==> config.mk <==
export PLATFORM = sky130hd
export DESIGN_NAME = bflyNet
export DESIGN_NICKNAME = d
export VERILOG_FILES = /design/src/rtl/bflyPkg.sv /design/src/rtl/bflyNet.sv /design/src/rtl/bflyStage.sv /design/src/rtl/bflySwitch.sv /design/src/rtl/spillReg.sv
export SDC_FILE = /design/constraint.sdc
export NUM_CORES = 1
export LEC_CHECK = 0
export ABC_CLOCK_PERIOD_IN_PS = 7500
export CAP_MARGIN = 20
export CELL_PAD_IN_SITES_DETAIL_PLACEMENT = 2
export CELL_PAD_IN_SITES_GLOBAL_PLACEMENT = 2
export CORE_MARGIN = 2
export CORE_UTILIZATION = 47
export CTS_CLUSTER_DIAMETER = 150
export DETAILED_ROUTE_END_ITERATION = 10
export DONT_BUFFER_PORTS = 1
export GPL_TIMING_DRIVEN = 0
export PLACE_DENSITY = 0.81
export SLEW_MARGIN = 10
export SYNTH_ARGS = -nofsm -noshare
export SYNTH_HDL_FRONTEND = slang
export SYNTH_HIERARCHICAL = 1
export SYNTH_SLANG_ARGS = --single-unit
==> constraint.sdc <==
create_clock -name clk_i -period 7.5 [get_ports clk_i]
set_input_delay 0.75 -clock clk_i [delete_from_list [all_inputs] [get_ports clk_i]]
set_output_delay 0.75 -clock clk_i [all_outputs]
set_load 0.005 [all_outputs]
==> src/rtl/bflyPkg.sv <==
// Butterfly network definitions
package bflyPkg;

  // Network size
  localparam int unsigned NumPorts    = 8;
  localparam int unsigned NumStages   = $clog2(NumPorts);
  localparam int unsigned NumSwitches = NumPorts / 2;

  // Field widths
  localparam int unsigned AddrWidth = $clog2(NumPorts);
  localparam int unsigned IniWidth  = $clog2(NumPorts);
  localparam int unsigned DataWidth = 32;

  // Target address, initiator number and data as one word
  localparam int unsigned FlitWidth = AddrWidth + IniWidth + DataWidth;

  // Bit l set adds spill registers behind layer l, layer 0 at the initiators
  localparam logic [NumStages-1:0] SpillMask = 3'b010;

  // Target address
  typedef logic [AddrWidth-1:0] addrT;

  // Initiator number
  typedef logic [IniWidth-1:0] iniT;

  // Write data
  typedef logic [DataWidth-1:0] dataT;

  // Flit as stored in a spill register
  typedef logic [FlitWidth-1:0] flitT;

endpackage

==> src/rtl/bflyNet.sv <==
// Radix-2 butterfly write network
`timescale 1ns/1ns
module bflyNet
  import bflyPkg::*;
(
  input  logic                clk_i,
  input  logic                rstN_i,
  // Initiator side
  input  logic [NumPorts-1:0] valid_i,
  output logic [NumPorts-1:0] ready_o,
  input  addrT [NumPorts-1:0] tgtAddr_i,
  input  dataT [NumPorts-1:0] wdata_i,
  // Target side
  output logic [NumPorts-1:0] valid_o,
  input  logic [NumPorts-1:0] ready_i,
  output iniT  [NumPorts-1:0] iniAddr_o,
  output dataT [NumPorts-1:0] wdata_o
);

  // Layer ports, index is 2 * switch + port
  logic [NumStages-1:0][NumPorts-1:0] stValidIn;
  logic [NumStages-1:0][NumPorts-1:0] stReadyOut;
  addrT [NumStages-1:0][NumPorts-1:0] stTgtIn;
  iniT  [NumStages-1:0][NumPorts-1:0] stIniIn;
  dataT [NumStages-1:0][NumPorts-1:0] stDataIn;
  logic [NumStages-1:0][NumPorts-1:0] stValidOut;
  logic [NumStages-1:0][NumPorts-1:0] stReadyIn;
  addrT [NumStages-1:0][NumPorts-1:0] stTgtOut;
  iniT  [NumStages-1:0][NumPorts-1:0] stIniOut;
  dataT [NumStages-1:0][NumPorts-1:0] stDataOut;

  // Initiator i enters at switch i/2, port i%2, tagged with its number
  for (genvar i = 0; i < NumPorts; i++) begin : genInputs
    assign stValidIn[0][i] = valid_i[i];
    assign stTgtIn[0][i]   = tgtAddr_i[i];
    assign stIniIn[0][i]   = iniT'(i);
    assign stDataIn[0][i]  = wdata_i[i];
    assign ready_o[i]      = stReadyOut[0][i];
  end

  // Last layer port j is target j, so the address is no longer needed
  for (genvar j = 0; j < NumPorts; j++) begin : genOutputs
    assign valid_o[j]                = stValidOut[NumStages-1][j];
    assign iniAddr_o[j]              = stIniOut[NumStages-1][j];
    assign wdata_o[j]                = stDataOut[NumStages-1][j];
    assign stReadyIn[NumStages-1][j] = ready_i[j];
  end

  // Butterfly permutation between neighbouring layers
  for (genvar l = 0; l < NumStages - 1; l++) begin : genLink
    localparam int unsigned Pow = 2 ** (NumStages - 2 - l);
    for (genvar r = 0; r < NumSwitches; r++) begin : genSwitch
      for (genvar s = 0; s < 2; s++) begin : genPort
        localparam int unsigned DstSwitch = Pow * s + (r % Pow) + (r / (2 * Pow)) * 2 * Pow;
        localparam int unsigned DstPort   = (r / Pow) % 2;
        localparam int unsigned Src       = 2 * r + s;
        localparam int unsigned Dst       = 2 * DstSwitch + DstPort;

        assign stValidIn[l+1][Dst] = stValidOut[l][Src];
        assign stTgtIn[l+1][Dst]   = stTgtOut[l][Src];
        assign stIniIn[l+1][Dst]   = stIniOut[l][Src];
        assign stDataIn[l+1][Dst]  = stDataOut[l][Src];
        // Ready runs back along the same link
        assign stReadyIn[l][Src]   = stReadyOut[l+1][Dst];
      end
    end
  end

  for (genvar l = 0; l < NumStages; l++) begin : genStage
    bflyStage #(
      .StageIdx(l)
    ) bflyStage_inst (
      .clk_i    (clk_i),
      .rstN_i   (rstN_i),
      .valid_i  (stValidIn[l]),
      .ready_o  (stReadyOut[l]),
      .tgtAddr_i(stTgtIn[l]),
      .iniAddr_i(stIniIn[l]),
      .data_i   (stDataIn[l]),
      .valid_o  (stValidOut[l]),
      .ready_i  (stReadyIn[l]),
      .tgtAddr_o(stTgtOut[l]),
      .iniAddr_o(stIniOut[l]),
      .data_o   (stDataOut[l])
    );
  end

endmodule

==> src/rtl/bflyStage.sv <==
// Butterfly network layer
`timescale 1ns/1ns
module bflyStage
  import bflyPkg::*;
#(
  parameter int unsigned StageIdx = 0
) (
  input  logic                clk_i,
  input  logic                rstN_i,
  // Layer inputs
  input  logic [NumPorts-1:0] valid_i,
  output logic [NumPorts-1:0] ready_o,
  input  addrT [NumPorts-1:0] tgtAddr_i,
  input  iniT  [NumPorts-1:0] iniAddr_i,
  input  dataT [NumPorts-1:0] data_i,
  // Layer outputs
  output logic [NumPorts-1:0] valid_o,
  input  logic [NumPorts-1:0] ready_i,
  output addrT [NumPorts-1:0] tgtAddr_o,
  output iniT  [NumPorts-1:0] iniAddr_o,
  output dataT [NumPorts-1:0] data_o
);

  // Address bit steered on here, MSB in the first layer
  localparam int unsigned AddrBit = AddrWidth - 1 - StageIdx;

  logic [NumPorts-1:0] swValid;
  logic [NumPorts-1:0] swReady;
  addrT [NumPorts-1:0] swTgtAddr;
  iniT  [NumPorts-1:0] swIniAddr;
  dataT [NumPorts-1:0] swData;

  for (genvar r = 0; r < NumSwitches; r++) begin : genSwitch
    bflySwitch #(
      .AddrBit(AddrBit)
    ) bflySwitch_inst (
      .clk_i    (clk_i),
      .rstN_i   (rstN_i),
      .valid_i  (valid_i[2*r +: 2]),
      .ready_o  (ready_o[2*r +: 2]),
      .tgtAddr_i(tgtAddr_i[2*r +: 2]),
      .iniAddr_i(iniAddr_i[2*r +: 2]),
      .data_i   (data_i[2*r +: 2]),
      .valid_o  (swValid[2*r +: 2]),
      .ready_i  (swReady[2*r +: 2]),
      .tgtAddr_o(swTgtAddr[2*r +: 2]),
      .iniAddr_o(swIniAddr[2*r +: 2]),
      .data_o   (swData[2*r +: 2])
    );
  end

  if (SpillMask[StageIdx]) begin : genSpill
    for (genvar p = 0; p < NumPorts; p++) begin : genPort
      flitT flitIn;
      flitT flitOut;

      assign flitIn = {swTgtAddr[p], swIniAddr[p], swData[p]};

      spillReg spillReg_inst (
        .clk_i  (clk_i),
        .rstN_i (rstN_i),
        .valid_i(swValid[p]),
        .ready_o(swReady[p]),
        .data_i (flitIn),
        .valid_o(valid_o[p]),
        .ready_i(ready_i[p]),
        .data_o (flitOut)
      );

      assign {tgtAddr_o[p], iniAddr_o[p], data_o[p]} = flitOut;
    end
  end else begin : genBypass
    // Purely combinational layer
    assign valid_o   = swValid;
    assign swReady   = ready_i;
    assign tgtAddr_o = swTgtAddr;
    assign iniAddr_o = swIniAddr;
    assign data_o    = swData;
  end

endmodule

==> src/rtl/bflySwitch.sv <==
// Two-by-two butterfly switchbox
`timescale 1ns/1ns
module bflySwitch
  import bflyPkg::*;
#(
  parameter int unsigned AddrBit = 0
) (
  input  logic           clk_i,
  input  logic           rstN_i,
  // Input ports
  input  logic [1:0]     valid_i,
  output logic [1:0]     ready_o,
  input  addrT [1:0]     tgtAddr_i,
  input  iniT  [1:0]     iniAddr_i,
  input  dataT [1:0]     data_i,
  // Output ports
  output logic [1:0]     valid_o,
  input  logic [1:0]     ready_i,
  output addrT [1:0]     tgtAddr_o,
  output iniT  [1:0]     iniAddr_o,
  output dataT [1:0]     data_o
);

  // Output requested by each input
  logic [1:0]      outSel;
  // Requests seen by each output, indexed [output][input]
  logic [1:0][1:0] req;
  // Winning input per output
  logic [1:0]      gntIdx;
  // Preferred input per output
  logic [1:0]      rrPtrQ;
  // Grant held while an output waits for ready
  logic [1:0]      lockQ;
  logic [1:0]      lockIdxQ;

  always_comb begin
    for (int i = 0; i < 2; i++) begin
      outSel[i] = tgtAddr_i[i][AddrBit];
    end
  end

  always_comb begin
    for (int o = 0; o < 2; o++) begin
      for (int i = 0; i < 2; i++) begin
        req[o][i] = valid_i[i] && (outSel[i] == 1'(o));
      end
    end
  end

  // Round-robin pick, frozen while the output is stalled
  always_comb begin
    for (int o = 0; o < 2; o++) begin
      if (lockQ[o]) begin
        gntIdx[o] = lockIdxQ[o];
      end else if (req[o][rrPtrQ[o]]) begin
        gntIdx[o] = rrPtrQ[o];
      end else begin
        gntIdx[o] = ~rrPtrQ[o];
      end
      valid_o[o]   = |req[o];
      tgtAddr_o[o] = tgtAddr_i[gntIdx[o]];
      iniAddr_o[o] = iniAddr_i[gntIdx[o]];
      data_o[o]    = data_i[gntIdx[o]];
    end
  end

  // Only the granted input sees the ready of its output
  always_comb begin
    for (int i = 0; i < 2; i++) begin
      ready_o[i] = req[outSel[i]][i] && ready_i[outSel[i]] &&
                   (gntIdx[outSel[i]] == 1'(i));
    end
  end

  always_ff @(posedge clk_i or negedge rstN_i) begin
    if (!rstN_i) begin
      rrPtrQ   <= '0;
      lockQ    <= '0;
      lockIdxQ <= '0;
    end else begin
      for (int o = 0; o < 2; o++) begin
        lockQ[o]    <= valid_o[o] && !ready_i[o];
        lockIdxQ[o] <= gntIdx[o];
        // Move past the winner once its flit is taken
        if (valid_o[o] && ready_i[o]) begin
          rrPtrQ[o] <= ~gntIdx[o];
        end
      end
    end
  end

endmodule

==> src/rtl/spillReg.sv <==
// Two-entry spill register
`timescale 1ns/1ns
module spillReg
  import bflyPkg::*;
(
  input  logic clk_i,
  input  logic rstN_i,
  // Upstream side
  input  logic valid_i,
  output logic ready_o,
  input  flitT data_i,
  // Downstream side
  output logic valid_o,
  input  logic ready_i,
  output flitT data_o
);

  // Slot A takes new flits, slot B keeps the older one during a stall
  logic aFullQ;
  logic bFullQ;
  flitT aDataQ;
  flitT bDataQ;
  logic aFill;
  logic aDrain;
  logic bFill;
  logic bDrain;

  assign aFill  = valid_i && ready_o;
  assign aDrain = aFullQ && !bFullQ;
  assign bFill  = aDrain && !ready_i;
  assign bDrain = bFullQ && ready_i;

  always_ff @(posedge clk_i or negedge rstN_i) begin
    if (!rstN_i) begin
      aFullQ <= 1'b0;
      bFullQ <= 1'b0;
    end else begin
      if (aFill) begin
        aFullQ <= 1'b1;
      end else if (aDrain) begin
        aFullQ <= 1'b0;
      end
      if (bFill) begin
        bFullQ <= 1'b1;
      end else if (bDrain) begin
        bFullQ <= 1'b0;
      end
    end
  end

  always_ff @(posedge clk_i) begin
    if (aFill) begin
      aDataQ <= data_i;
    end
    if (bFill) begin
      bDataQ <= aDataQ;
    end
  end

  // B always holds the older flit
  assign valid_o = aFullQ || bFullQ;
  assign data_o  = bFullQ ? bDataQ : aDataQ;
  assign ready_o = !aFullQ || !bFullQ;

endmodule

==> impl_metrics.prom, run 1 <==
# TYPE chip_impl_metric gauge
chip_impl_metric{name="first_iter_violations",unit=""} 1424
chip_impl_metric{name="synthesis.yosys.warnings",unit=""} 6
chip_impl_info{name="result_of_the_run",value="finished clean"} 1
chip_impl_info{name="critical_path.cell_chain",value="nor2b_1 > a311oi_4 > buf_6 > mux2_2 > nand2b_1 > a311oi_4 > buf_4 > o22ai_1 > nor4b_1 > o21a_1"} 1
chip_impl_metric{name="finalWorstPathRequiredPeriod",unit="ps"} 5800
chip_impl_metric{name="timing_hold_violations_final",unit=""} 0
chip_impl_metric{name="wl_per_cell",unit="um"} 38.96
chip_impl_metric{name="dpl-instance-area",unit="sq um"} 40310
chip_impl_metric{name="routed-via-count",unit=""} 22930
chip_impl_metric{name="post_synth_inst_count",unit=""} 2338
chip_impl_metric{name="drt-pass1-iter-count",unit=""} 5
chip_impl_metric{name="fillCellCount",unit=""} 7061
chip_impl_metric{name="final.hold.worst_slack",unit="ps"} 51.02
chip_impl_info{name="crit_path_frequent_cell",value="sky130_fd_sc_hd__a311oi_4"} 1
chip_impl_metric{name="clock_tree.htree_level_count",unit=""} 3
chip_impl_metric{name="cpPeakStageDelay",unit="ps"} 910
chip_impl_metric{name="maxSlewHeadroom",unit="%"} 18.94
chip_impl_metric{name="critical_path.max_fanout",unit=""} 10
chip_impl_info{name="cts_tree",value="built"} 1
chip_impl_info{name="cts_root_buf",value="sky130_fd_sc_hd__clkbuf_16"} 1
chip_impl_info{name="start_to_end_type_of_the_worst_setup_path",value="reg -> out"} 1
chip_impl_metric{name="cp_required",unit="ps"} 6750
chip_impl_metric{name="leakage_power_summed_over_all_cells",unit="nW"} 15.95
chip_impl_metric{name="cts_hold_buffers_added",unit=""} 1
chip_impl_info{name="worst_hold_path_type",value="in -> async"} 1
chip_impl_metric{name="number_of_nets_in_the_layout",unit=""} 2809
chip_impl_metric{name="placeableCoreArea",unit="sq um"} 80290
chip_impl_metric{name="vdd.ir_drop.worst",unit="V"} 0.0002406
chip_impl_metric{name="r2r_cells",unit=""} 10
chip_impl_metric{name="dp_hpwl",unit="mm"} 106.0
chip_impl_metric{name="port-buffer-count",unit=""} 0
chip_impl_metric{name="max_cap_viol_count",unit=""} 0
chip_impl_metric{name="multi_input_area",unit="sq um"} 17140
chip_impl_metric{name="max_freq",unit="GHz"} 0.1724
chip_impl_metric{name="r2r_slack",unit="ps"} 3050
chip_impl_metric{name="grt_use_total",unit="%"} 33.28
chip_impl_metric{name="cts_num_sinks",unit=""} 664
chip_impl_metric{name="area_growth_syn_to_layout",unit="%"} 12.65
chip_impl_metric{name="synth_area",unit="sq um"} 38040
chip_impl_info{name="unrepaired_setup_endpoints_after_global_routing",value="no"} 1
chip_impl_metric{name="worstMarginPinSlew",unit="ps"} 1216
chip_impl_metric{name="antenna_violating_nets_post_route",unit=""} 0
chip_impl_metric{name="insertion_delay",unit="ps"} 630
chip_impl_info{name="crit_path_top_delay_cell",value="sky130_fd_sc_hd__a311oi_4"} 1
chip_impl_metric{name="initial_standard_cell_utilization_of_the_core",unit="%"} 47.38
chip_impl_metric{name="avgSynthCellArea",unit="sq um"} 16.27
chip_impl_metric{name="placement_rows",unit=""} 104
chip_impl_metric{name="clock_skew",unit="ps"} 30.99
chip_impl_metric{name="dieArea",unit="sq um"} 83240
chip_impl_metric{name="viasPerCell",unit=""} 6.291
chip_impl_metric{name="ctsLongestPathBuffers",unit=""} 3
chip_impl_metric{name="sequential_cell_area",unit="sq um"} 19500
chip_impl_metric{name="grt_first_pass_wirelength",unit="mm"} 194.9
chip_impl_metric{name="final_wirelength",unit="mm"} 142.0
chip_impl_metric{name="io-pin-count",unit=""} 594
chip_impl_metric{name="grt_start_max_net_pins",unit=""} 89
chip_impl_metric{name="grt_antenna_before_repair",unit=""} 7
chip_impl_metric{name="proportion_of_layout_cells_with_a_drive_suffix_above_1",unit="%"} 54.26
chip_impl_metric{name="slew_viol_final",unit=""} 0
chip_impl_metric{name="cts_inserted_buffers",unit=""} 76
chip_impl_info{name="critPathCaptureType",value="primary output"} 1
chip_impl_metric{name="grt.overflow.total",unit=""} 0
chip_impl_metric{name="finalWeightedCongestion",unit=""} 0.9473
chip_impl_metric{name="post_cts.repair.setup_buffers",unit=""} 0
chip_impl_metric{name="drc",unit=""} 0
chip_impl_metric{name="finalCritPeriodShare",unit="%"} 77.34
chip_impl_metric{name="finalSetupViolations",unit=""} 0
chip_impl_metric{name="clk_pin_slew_worst_setup_hold_paths",unit="ps"} 60
chip_impl_metric{name="cp_data_arrival_time",unit="ps"} 5050
chip_impl_metric{name="power_density",unit="nW/um^2"} 563.9
chip_impl_metric{name="ctsResizeCount",unit=""} 0
chip_impl_metric{name="die_height",unit="um"} 288.5
chip_impl_metric{name="postLayoutCellArea",unit="sq um"} 42860
chip_impl_metric{name="first_global_vias",unit=""} 25400
chip_impl_info{name="setup.worst_path.start_class",value="register"} 1
chip_impl_metric{name="die_width",unit="um"} 288.5
-- layout make-up --
class | count | share of cell area (%)
plain buffers | 136 | 3.784
flip-flops and latches | 664 | 45.50
clock buffers | 103 | 4.919
well taps | 1060 | 3.095
multi-input cells | 1548 | 39.99
inverters | 36 | 0.3153
diodes | 12 | 0.07007
clock inverters | 37 | 0.8817
repair buffers | 49 | 1.451
-- stage by stage --
stage                     worst slack [ps]  cells  utilization [%]  power, mW  setup TNS (ps)
after floorplan                       2145   2384                -      15.41               0
after global placement               -1580   3444            49.25      19.20         -486760
after detailed placement              2031   3492            50.21      20.05               0
after CTS                             1628   3633            53.34      24.13               0
after global routing                  1669   3637            53.35      24.86               0
final                                 1700   3645            53.38      24.17               0
-- report_power, final --
group	internal (mW)	switching, mW	total, mW
Clock	2.22	1.59	3.81
Combinational	6.09	7.40	13.5
Sequential	6.08	0.778	6.86
-- how the worst max path moves through the flow --
| stage | from | end | slack (ps) |
|---|---|---|---|
| 3_3_place_gp | register | register | -1580 |
| 4_1_cts | register | ready_o[1] | 1630 |
| 3_5_place_dp | tgtAddr_i[17] | ready_o[1] | 2030 |
| 5_1_grt | register | ready_o[1] | 1670 |
| 6_report | register | ready_o[1] | 1700 |
| 2_1_floorplan | valid_i[0] | register | 2150 |
-- per-layer routing --
metal | global-route usage, % | wire length, um | up-vias
met4 | 14.91 | 6766 | 4
met1 | 38.84 | 53790 | 12340
met5 | 0 | 23 | -
met2 | 58.87 | 72460 | 934
met3 | 6.912 | 8979 | 310
li1 | - | - | 9344
-- worst max-delay path, delay by kind of cell (launching register included) --
| family | cells | cell delay [ps] |
|---|---|---|
| compound gates | 4 | 2250 |
| buf+inv | 2 | 660 |
| flops | 1 | 420 |
| mux | 1 | 420 |
| simple gates | 3 | 650 |
-- placed cells by master, fill, tap and decap left out, types with 13 or more instances in the layout --
cell and n:
sky130_fd_sc_hd__a311oi_4 20, sky130_fd_sc_hd__buf_12 32, sky130_fd_sc_hd__buf_4 49, sky130_fd_sc_hd__buf_6 97, sky130_fd_sc_hd__clkbuf_1 21, sky130_fd_sc_hd__clkbuf_16 80, sky130_fd_sc_hd__clkinv_2 13, sky130_fd_sc_hd__conb_1 48
sky130_fd_sc_hd__dfrtp_1 88, sky130_fd_sc_hd__edfxtp_1 576, sky130_fd_sc_hd__inv_1 36, sky130_fd_sc_hd__mux2_1 132, sky130_fd_sc_hd__mux2_2 748, sky130_fd_sc_hd__mux2_4 272, sky130_fd_sc_hd__nand2_1 44, sky130_fd_sc_hd__nand2b_1 20
sky130_fd_sc_hd__nor2b_1 72
Note: power is estimated with default switching activity, not from simulation.
==> inputs of run 2 (changes only) <==
--- a/config.mk
+++ b/config.mk
@@ -5,17 +5,17 @@
 export SDC_FILE = /design/constraint.sdc
 export NUM_CORES = 1
 export LEC_CHECK = 0
-export ABC_CLOCK_PERIOD_IN_PS = 7500
+export ABC_CLOCK_PERIOD_IN_PS = 5000
 export CAP_MARGIN = 20
 export CELL_PAD_IN_SITES_DETAIL_PLACEMENT = 2
 export CELL_PAD_IN_SITES_GLOBAL_PLACEMENT = 2
 export CORE_MARGIN = 2
-export CORE_UTILIZATION = 47
+export CORE_UTILIZATION = 42
 export CTS_CLUSTER_DIAMETER = 150
 export DETAILED_ROUTE_END_ITERATION = 10
 export DONT_BUFFER_PORTS = 1
 export GPL_TIMING_DRIVEN = 0
-export PLACE_DENSITY = 0.81
+export PLACE_DENSITY = 0.76
 export SLEW_MARGIN = 10
 export SYNTH_ARGS = -nofsm -noshare
 export SYNTH_HDL_FRONTEND = slang
==> constraint.sdc (replaced) <==
create_clock -name clk_i -period 5 [get_ports clk_i]
set_input_delay 0.5 -clock clk_i [delete_from_list [all_inputs] [get_ports clk_i]]
set_output_delay 0.5 -clock clk_i [all_outputs]
set_load 0.005 [all_outputs]
==> run 2 against run 1 <==
Compared with the run above: cell count up 3.8%; utilization down 5.2 points; largest power group unchanged; register-to-register slack worse by 2300 ps; combinational power up 48%; routed wire length down 2.9%; sequential share of layout area down 0.49 points; sequential power up 49%.
==> impl_metrics.prom, run 2 (synthesis gave the netlist of run 1 again) <==
# TYPE chip_impl_metric gauge
chip_impl_metric{name="die_width",unit="um"} 305.0
chip_impl_metric{name="placement_rows",unit=""} 110
chip_impl_metric{name="max_freq",unit="GHz"} 0.2045
chip_impl_metric{name="grt.overflow.total",unit=""} 0
chip_impl_info{name="mostFrequentLayoutCell",value="sky130_fd_sc_hd__mux2_2"} 1
chip_impl_metric{name="cellInternalPower",unit="mW"} 21.74
chip_impl_metric{name="cp_required",unit="ps"} 4500
chip_impl_metric{name="slew_viol_final",unit=""} 0
chip_impl_metric{name="power_density",unit="nW/um^2"} 830.2
chip_impl_metric{name="ctsLongestPathBuffers",unit=""} 3
chip_impl_metric{name="critical_path_buf_inv_count",unit=""} 2
chip_impl_metric{name="viasPerCell",unit=""} 5.853
chip_impl_metric{name="final.hold.worst_slack",unit="ps"} 73.17
chip_impl_info{name="timing.critical_path.max_delay_family",value="compound AO/OA/AOI/OAI gates"} 1
chip_impl_metric{name="worstMarginPinSlew",unit="ps"} 1182
chip_impl_metric{name="drt-pass1-iter-count",unit=""} 5
chip_impl_metric{name="initial_standard_cell_utilization_of_the_core",unit="%"} 42.33
chip_impl_metric{name="max_cap_viol_count",unit=""} 0
chip_impl_info{name="result_of_the_run",value="finished clean"} 1
chip_impl_metric{name="grt_antenna_before_repair",unit=""} 10
chip_impl_info{name="worst_hold_path_type",value="in -> reg"} 1
chip_impl_metric{name="finalCritPeriodShare",unit="%"} 97.81
chip_impl_info{name="critPathCaptureType",value="primary output"} 1
chip_impl_info{name="critical_path.cell_chain",value="nor2b_1 > a311oi_4 > buf_6 > mux2_2 > and4bb_2 > a311oi_4 > buf_6 > o22ai_1 > nor4b_1 > o21a_1"} 1
chip_impl_metric{name="finalWeightedCongestion",unit=""} 0.8951
chip_impl_metric{name="critical_path.max_fanout",unit=""} 10
chip_impl_metric{name="routed-via-count",unit=""} 22150
chip_impl_metric{name="drc",unit=""} 0
chip_impl_metric{name="finalWorstPathRequiredPeriod",unit="ps"} 4891
chip_impl_metric{name="dp_hpwl",unit="mm"} 107.6
chip_impl_metric{name="finalSetupViolations",unit=""} 0
chip_impl_metric{name="cts_inserted_buffers",unit=""} 78
chip_impl_metric{name="first_global_vias",unit=""} 24720
chip_impl_metric{name="first_iter_violations",unit=""} 1193
chip_impl_metric{name="net-switching-power",unit="mW"} 14.23
chip_impl_metric{name="timing_hold_violations_final",unit=""} 0
chip_impl_metric{name="grt_start_max_net_pins",unit=""} 89
chip_impl_info{name="cts_root_buf",value="sky130_fd_sc_hd__clkbuf_16"} 1
chip_impl_metric{name="port-buffer-count",unit=""} 0
chip_impl_info{name="start_to_end_type_of_the_worst_setup_path",value="reg -> out"} 1
chip_impl_metric{name="leakage_power_summed_over_all_cells",unit="nW"} 16.12
chip_impl_metric{name="grt_use_total",unit="%"} 29.15
chip_impl_metric{name="insertion_delay",unit="ps"} 630
chip_impl_metric{name="final_wirelength",unit="mm"} 138.0
chip_impl_metric{name="io-pin-count",unit=""} 594
chip_impl_info{name="setup.worst_path.start_class",value="register"} 1
chip_impl_metric{name="clock_tree.htree_level_count",unit=""} 3
chip_impl_metric{name="wl_per_cell",unit="um"} 36.46
chip_impl_info{name="crit_path_top_delay_cell",value="sky130_fd_sc_hd__a311oi_4"} 1
chip_impl_metric{name="sw_frac_of_total",unit="%"} 39.57
chip_impl_metric{name="cp_data_arrival_time",unit="ps"} 4390
chip_impl_metric{name="clock_skew",unit="ps"} 33.08
chip_impl_info{name="cts_tree",value="built"} 1
chip_impl_info{name="most_frequent_cells_in_the_layout",value="748 x sky130_fd_sc_hd__mux2_2, 576 x sky130_fd_sc_hd__edfxtp_1, 272 x sky130_fd_sc_hd__mux2_4"} 1
chip_impl_metric{name="cts_num_sinks",unit=""} 664
chip_impl_metric{name="clk_pin_slew_worst_setup_hold_paths",unit="ps"} 60
chip_impl_metric{name="p_seq_share",unit="%"} 28.3
chip_impl_metric{name="clock_power_share",unit="%"} 16.0
chip_impl_metric{name="maxSlewHeadroom",unit="%"} 21.20
chip_impl_metric{name="die_height",unit="um"} 305.0
chip_impl_metric{name="placeableCoreArea",unit="sq um"} 89870
chip_impl_metric{name="total_power",unit="mW"} 35.97
chip_impl_metric{name="pwr-share-comb",unit="%"} 55.7
chip_impl_metric{name="number_of_nets_in_the_layout",unit=""} 2837
chip_impl_metric{name="postLayoutCellArea",unit="sq um"} 43320
chip_impl_metric{name="area_growth_syn_to_layout",unit="%"} 13.88
chip_impl_metric{name="dieArea",unit="sq um"} 93000
chip_impl_metric{name="dpl-instance-area",unit="sq um"} 40550
chip_impl_metric{name="cpPeakStageDelay",unit="ps"} 740
chip_impl_metric{name="proportion_of_layout_cells_with_a_drive_suffix_above_1",unit="%"} 54.54
chip_impl_info{name="unrepaired_setup_endpoints_after_global_routing",value="no"} 1
chip_impl_metric{name="antenna_violating_nets_post_route",unit=""} 0
chip_impl_metric{name="grt_first_pass_wirelength",unit="mm"} 192.6
chip_impl_metric{name="vdd.ir_drop.worst",unit="V"} 0.0003724
[run 2: cell count changes in the layout (fill, tap and decap cells not counted), sizes merged, moves of 2 or more]
| cell | previous run | this run |
|---|---|---|
| bufinv | 7 | 5 |
| clkbuf | 103 | 107 |
| buf | 185 | 202 |
| diode | 12 | 8 |
| dlygate4sd3 | 0 | 9 |
[run 2: metrics by stage]
| stage | utilization [%] | TNS, ps | setup WS, ps | cells |
|---|---|---|---|---|
| detailed placement | 45.12 | 0 | 10.36 | 3613 |
| global placement | 44.16 | -1700700 | -4434 | 3560 |
| floorplan | - | 0 | 19.72 | 2384 |
| global route | 48.18 | 0 | 16.67 | 3776 |
| CTS | 48.15 | 0 | 4.257 | 3773 |
| finish | 48.21 | 0 | 109.3 | 3784 |
[run 2: repair_timing]
item / CTS / global route
pin swaps: 6 / 1
resized for setup: 1 / 1
buffers inserted: 9 / 3
hold buffers: 10 / 0
cloned: 0 / 0
endpoints found under the setup margin: 4 / 2
hold endpoints to repair: 100 / 0
[run 2: per-layer routing]
metal	track usage [%]	routed length, um
met1	34.30	53980
met2	52.03	70830
met3	7.232	8670
met4	9.084	4370
met5	0	102
[run 2: area by class of cell]
type / instances / area, sq um
fillers: 8186 / 46550
flip-flops and latches: 664 / 19500
multi-input cells: 1548 / 17170
clock buffers: 107 / 2225
plain buffers: 136 / 1622
well taps: 1176 / 1471
repair buffers: 75 / 883.3
clock inverters: 34 / 304.0
inverters: 36 / 135.1
diodes: 8 / 20.02
[run 2: final timing paths]
| path | start | endpoint | slack (ps) | cells after the start |
|---|---|---|---|---|
| max | register | ready_o[3] | 110 | 10 |
| min | ready_i[3] | register | 70 | 2 |
| max reg2reg | register | register | 730 | 10 |
| min reg2reg | register | register | 430 | 0 |
| max in group asynchronous | rstN_i | asynchronous set/reset pin | 4080 | 2 |
| min in group asynchronous | rstN_i | asynchronous set/reset pin | 490 | 2 |
[run 2: power by group through the flow]
stage | clock network [mW] | registers, mW | logic [mW]
floorplan | 0 | 9.91 | 13.2
global placement | 0 | 10.4 | 18.6
detailed placement | 0 | 10.3 | 19.8
CTS | 5.86 | 10.2 | 20.1
global route | 6.05 | 10.4 | 20.9
finish | 5.74 | 10.2 | 20.0
==> inputs of run 3 (changes only) <==
--- a/config.mk
+++ b/config.mk
@@ -5,17 +5,17 @@
 export SDC_FILE = /design/constraint.sdc
 export NUM_CORES = 1
 export LEC_CHECK = 0
-export ABC_CLOCK_PERIOD_IN_PS = 5000
+export ABC_CLOCK_PERIOD_IN_PS = 5470
 export CAP_MARGIN = 20
 export CELL_PAD_IN_SITES_DETAIL_PLACEMENT = 2
 export CELL_PAD_IN_SITES_GLOBAL_PLACEMENT = 2
 export CORE_MARGIN = 2
-export CORE_UTILIZATION = 42
+export CORE_UTILIZATION = 47
 export CTS_CLUSTER_DIAMETER = 150
 export DETAILED_ROUTE_END_ITERATION = 10
 export DONT_BUFFER_PORTS = 1
 export GPL_TIMING_DRIVEN = 0
-export PLACE_DENSITY = 0.76
+export PLACE_DENSITY = 0.81
 export SLEW_MARGIN = 10
 export SYNTH_ARGS = -nofsm -noshare
 export SYNTH_HDL_FRONTEND = slang
==> constraint.sdc (replaced) <==
create_clock -name clk_i -period 5.47 [get_ports clk_i]
set_input_delay 0.547 -clock clk_i [delete_from_list [all_inputs] [get_ports clk_i]]
set_output_delay 0.547 -clock clk_i [all_outputs]
set_load 0.005 [all_outputs]
==> run 3 against run 2 <==
Compared with the run above: first-iteration DRC count up 28%; clock-buffer cell count down 4; cell count decreased by 3.3%; largest cell class unchanged; highest routed layer unchanged.
==> impl_metrics.prom, run 3 (synthesis gave the netlist of run 1 again) <==
# TYPE chip_impl_metric gauge
chip_impl_metric{name="drt-pass1-iter-count",unit=""} 5
chip_impl_info{name="mostFrequentLayoutCell",value="sky130_fd_sc_hd__mux2_2"} 1
chip_impl_metric{name="cp_required",unit="ps"} 4920
chip_impl_info{name="unrepaired_setup_endpoints_after_global_routing",value="no"} 1
chip_impl_metric{name="final_wirelength",unit="mm"} 142.7
chip_impl_metric{name="placeableCoreArea",unit="sq um"} 80290
chip_impl_metric{name="grt_use_total",unit="%"} 33.35
chip_impl_info{name="cts_root_buf",value="sky130_fd_sc_hd__clkbuf_16"} 1
chip_impl_metric{name="fillCellCount",unit=""} 7049
chip_impl_metric{name="multi_input_area",unit="sq um"} 17140
chip_impl_metric{name="first_global_vias",unit=""} 25530
chip_impl_metric{name="clock_skew",unit="ps"} 30.28
chip_impl_metric{name="port-buffer-count",unit=""} 0
chip_impl_metric{name="sw_frac_of_total",unit="%"} 40.45
chip_impl_metric{name="max_freq",unit="GHz"} 0.1832
chip_impl_metric{name="cts_num_sinks",unit=""} 664
chip_impl_metric{name="finalSetupViolations",unit=""} 0
chip_impl_metric{name="first_iter_violations",unit=""} 1525
chip_impl_metric{name="leakage_power_summed_over_all_cells",unit="nW"} 16.03
chip_impl_metric{name="wl_per_cell",unit="um"} 38.99
chip_impl_metric{name="cellInternalPower",unit="mW"} 19.78
chip_impl_metric{name="number_of_nets_in_the_layout",unit=""} 2825
chip_impl_metric{name="dieArea",unit="sq um"} 83240
chip_impl_metric{name="sequential_cell_area",unit="sq um"} 19500
chip_impl_metric{name="clk_pin_slew_worst_setup_hold_paths",unit="ps"} 60
chip_impl_metric{name="max_cap_viol_count",unit=""} 0
chip_impl_metric{name="area_growth_syn_to_layout",unit="%"} 13.04
chip_impl_info{name="most_frequent_cells_in_the_layout",value="748 x sky130_fd_sc_hd__mux2_2, 576 x sky130_fd_sc_hd__edfxtp_1, 272 x sky130_fd_sc_hd__mux2_4"} 1
chip_impl_metric{name="die_height",unit="um"} 288.5
chip_impl_metric{name="cp_data_arrival_time",unit="ps"} 4910
chip_impl_metric{name="clock_power_share",unit="%"} 15.7
chip_impl_metric{name="finalWorstPathRequiredPeriod",unit="ps"} 5459
chip_impl_metric{name="vdd.ir_drop.worst",unit="V"} 0.0003364
chip_impl_metric{name="finalWeightedCongestion",unit=""} 0.9473
chip_impl_metric{name="grt.overflow.total",unit=""} 0
chip_impl_metric{name="global_route.usage.met3",unit="%"} 7.164
chip_impl_metric{name="drc",unit=""} 0
chip_impl_metric{name="finalCritPeriodShare",unit="%"} 99.81
chip_impl_info{name="start_to_end_type_of_the_worst_setup_path",value="reg -> out"} 1
chip_impl_metric{name="viasPerCell",unit=""} 6.284
chip_impl_metric{name="power_density",unit="nW/um^2"} 772.3
chip_impl_metric{name="placement_rows",unit=""} 104
chip_impl_info{name="worst_hold_path_type",value="in -> reg"} 1
chip_impl_metric{name="clock_tree.htree_level_count",unit=""} 3
chip_impl_info{name="grt_most_used_layer",value="met2"} 1
chip_impl_info{name="setup.worst_path.start_class",value="register"} 1
chip_impl_metric{name="p_seq_share",unit="%"} 28.3
chip_impl_metric{name="die_width",unit="um"} 288.5
chip_impl_metric{name="grt_start_max_net_pins",unit=""} 89
chip_impl_metric{name="slew_viol_final",unit=""} 0
chip_impl_metric{name="grt.met1_usage",unit="%"} 38.64
chip_impl_metric{name="io-pin-count",unit=""} 594
chip_impl_metric{name="grt_antenna_before_repair",unit=""} 8
chip_impl_metric{name="ctsResizeCount",unit=""} 0
chip_impl_metric{name="cts_inserted_buffers",unit=""} 76
chip_impl_info{name="critPathCaptureType",value="primary output"} 1
chip_impl_metric{name="insertion_delay",unit="ps"} 630
chip_impl_metric{name="antenna_violating_nets_post_route",unit=""} 0
chip_impl_metric{name="dp_hpwl",unit="mm"} 106.0
chip_impl_metric{name="timing_hold_violations_final",unit=""} 0
chip_impl_info{name="cts_tree",value="built"} 1
chip_impl_metric{name="proportion_of_layout_cells_with_a_drive_suffix_above_1",unit="%"} 54.19
chip_impl_metric{name="maxSlewHeadroom",unit="%"} 17.54
chip_impl_metric{name="net-switching-power",unit="mW"} 13.43
chip_impl_metric{name="pre_cts_ws",unit="ps"} 407.3
chip_impl_info{name="result_of_the_run",value="finished clean"} 1
chip_impl_metric{name="fin_ws",unit="ps"} 10.66
chip_impl_metric{name="ctsLongestPathBuffers",unit=""} 3
chip_impl_metric{name="grt_first_pass_wirelength",unit="mm"} 195.1
chip_impl_metric{name="initial_standard_cell_utilization_of_the_core",unit="%"} 47.38
chip_impl_metric{name="pwr-share-comb",unit="%"} 55.9
chip_impl_metric{name="worstMarginPinSlew",unit="ps"} 1237
chip_impl_metric{name="routed-via-count",unit=""} 22990
chip_impl_metric{name="critical_path.max_fanout",unit=""} 10
chip_impl_metric{name="post-route-util",unit="%"} 53.57
chip_impl_metric{name="met2_usage",unit="%"} 58.90
==> run 3: cell count changes in the layout (fill, tap and decap cells not counted), moves of 3 or more <==
cell                       change
sky130_fd_sc_hd__buf_16        -4
sky130_fd_sc_hd__buf_12        +3
sky130_fd_sc_hd__clkbuf_8      -8
sky130_fd_sc_hd__buf_4        -10
sky130_fd_sc_hd__clkbuf_1      +5
==> run 3: power groups by stage <==
stage          Sequential, mW  Clock [mW]  Combinational (mW)
4_1_cts                  9.41        5.29                18.4
3_5_place_dp             9.43           0                18.1
3_3_place_gp             9.45           0                16.9
2_1_floorplan            9.07           0                12.1
6_report                 9.41        5.22                18.6
5_1_grt                  9.58        5.45                19.1
==> run 3: timing repair <==
item	CTS	global route
cloned	0	0
hold buffers	10	0
setup endpoints to repair	1	2
pin swaps	1	3
buffers inserted	1	6
endpoints found under the hold margin	96	0
==> run 3: final cells by class <==
| cell class | instances | area share (%) |
|---|---|---|
| buffer | 136 | 3.771 |
| timing repair buffer | 65 | 1.807 |
| tap | 1060 | 3.084 |
| clock inverter | 37 | 0.8786 |
| clock buffer | 103 | 4.902 |
| sequential | 664 | 45.34 |
| inverter | 36 | 0.3142 |
| multi-input combinational | 1548 | 39.85 |
| antenna | 10 | 0.05819 |
==> run 3: critical path, cell delays in order (launching register included) <==
cell                       delay, ps
sky130_fd_sc_hd__dfrtp_1         410
sky130_fd_sc_hd__nor2b_1         190
sky130_fd_sc_hd__a311oi_4        880
sky130_fd_sc_hd__buf_6           300
sky130_fd_sc_hd__mux2_2          420
sky130_fd_sc_hd__and4bb_2        270
sky130_fd_sc_hd__a311oi_4        830
sky130_fd_sc_hd__buf_6           270
sky130_fd_sc_hd__o22ai_1         230
sky130_fd_sc_hd__nor4b_1         230
sky130_fd_sc_hd__o21a_1          230
==> run 3: layer usage <==
metal / wire (um) / vias to the layer above
met2: 72500 / 1001
li1: - / 9394
met5: 41 / -
met3: 9384 / 332
met1: 53600 / 12260
met4: 7141 / 6
==> run 3: final timing paths <==
check | end | cells after the start | from | slack (ps)
min reg2reg | register | 0 | register | 450
min in group asynchronous | asynchronous set/reset pin | 2 | rstN_i | 510
max | ready_o[1] | 10 | register | 10
max in group asynchronous | asynchronous set/reset pin | 2 | rstN_i | 4450
min | register | 1 | ready_i[5] | 40
max reg2reg | register | 10 | register | 1100
==> run 3: metrics by stage <==
| stage | instance area [sq um] | TNS, ps | cells | hold slack [ps] | total power [mW] |
|---|---|---|---|---|---|
| 4_1_cts | 42920 | 0 | 3643 | 18.03 | 33.10 |
| 6_report | 43010 | 0 | 3659 | 44.56 | 33.21 |
| 3_3_place_gp | 39540 | -1576020 | 3444 | 266.0 | 26.33 |
| 5_1_grt | 42990 | 0 | 3653 | 29.28 | 34.15 |
| 2_1_floorplan | 38220 | 0 | 2384 | 251.4 | 21.13 |
| 3_5_place_dp | 40310 | 0 | 3492 | 264.6 | 27.49 |
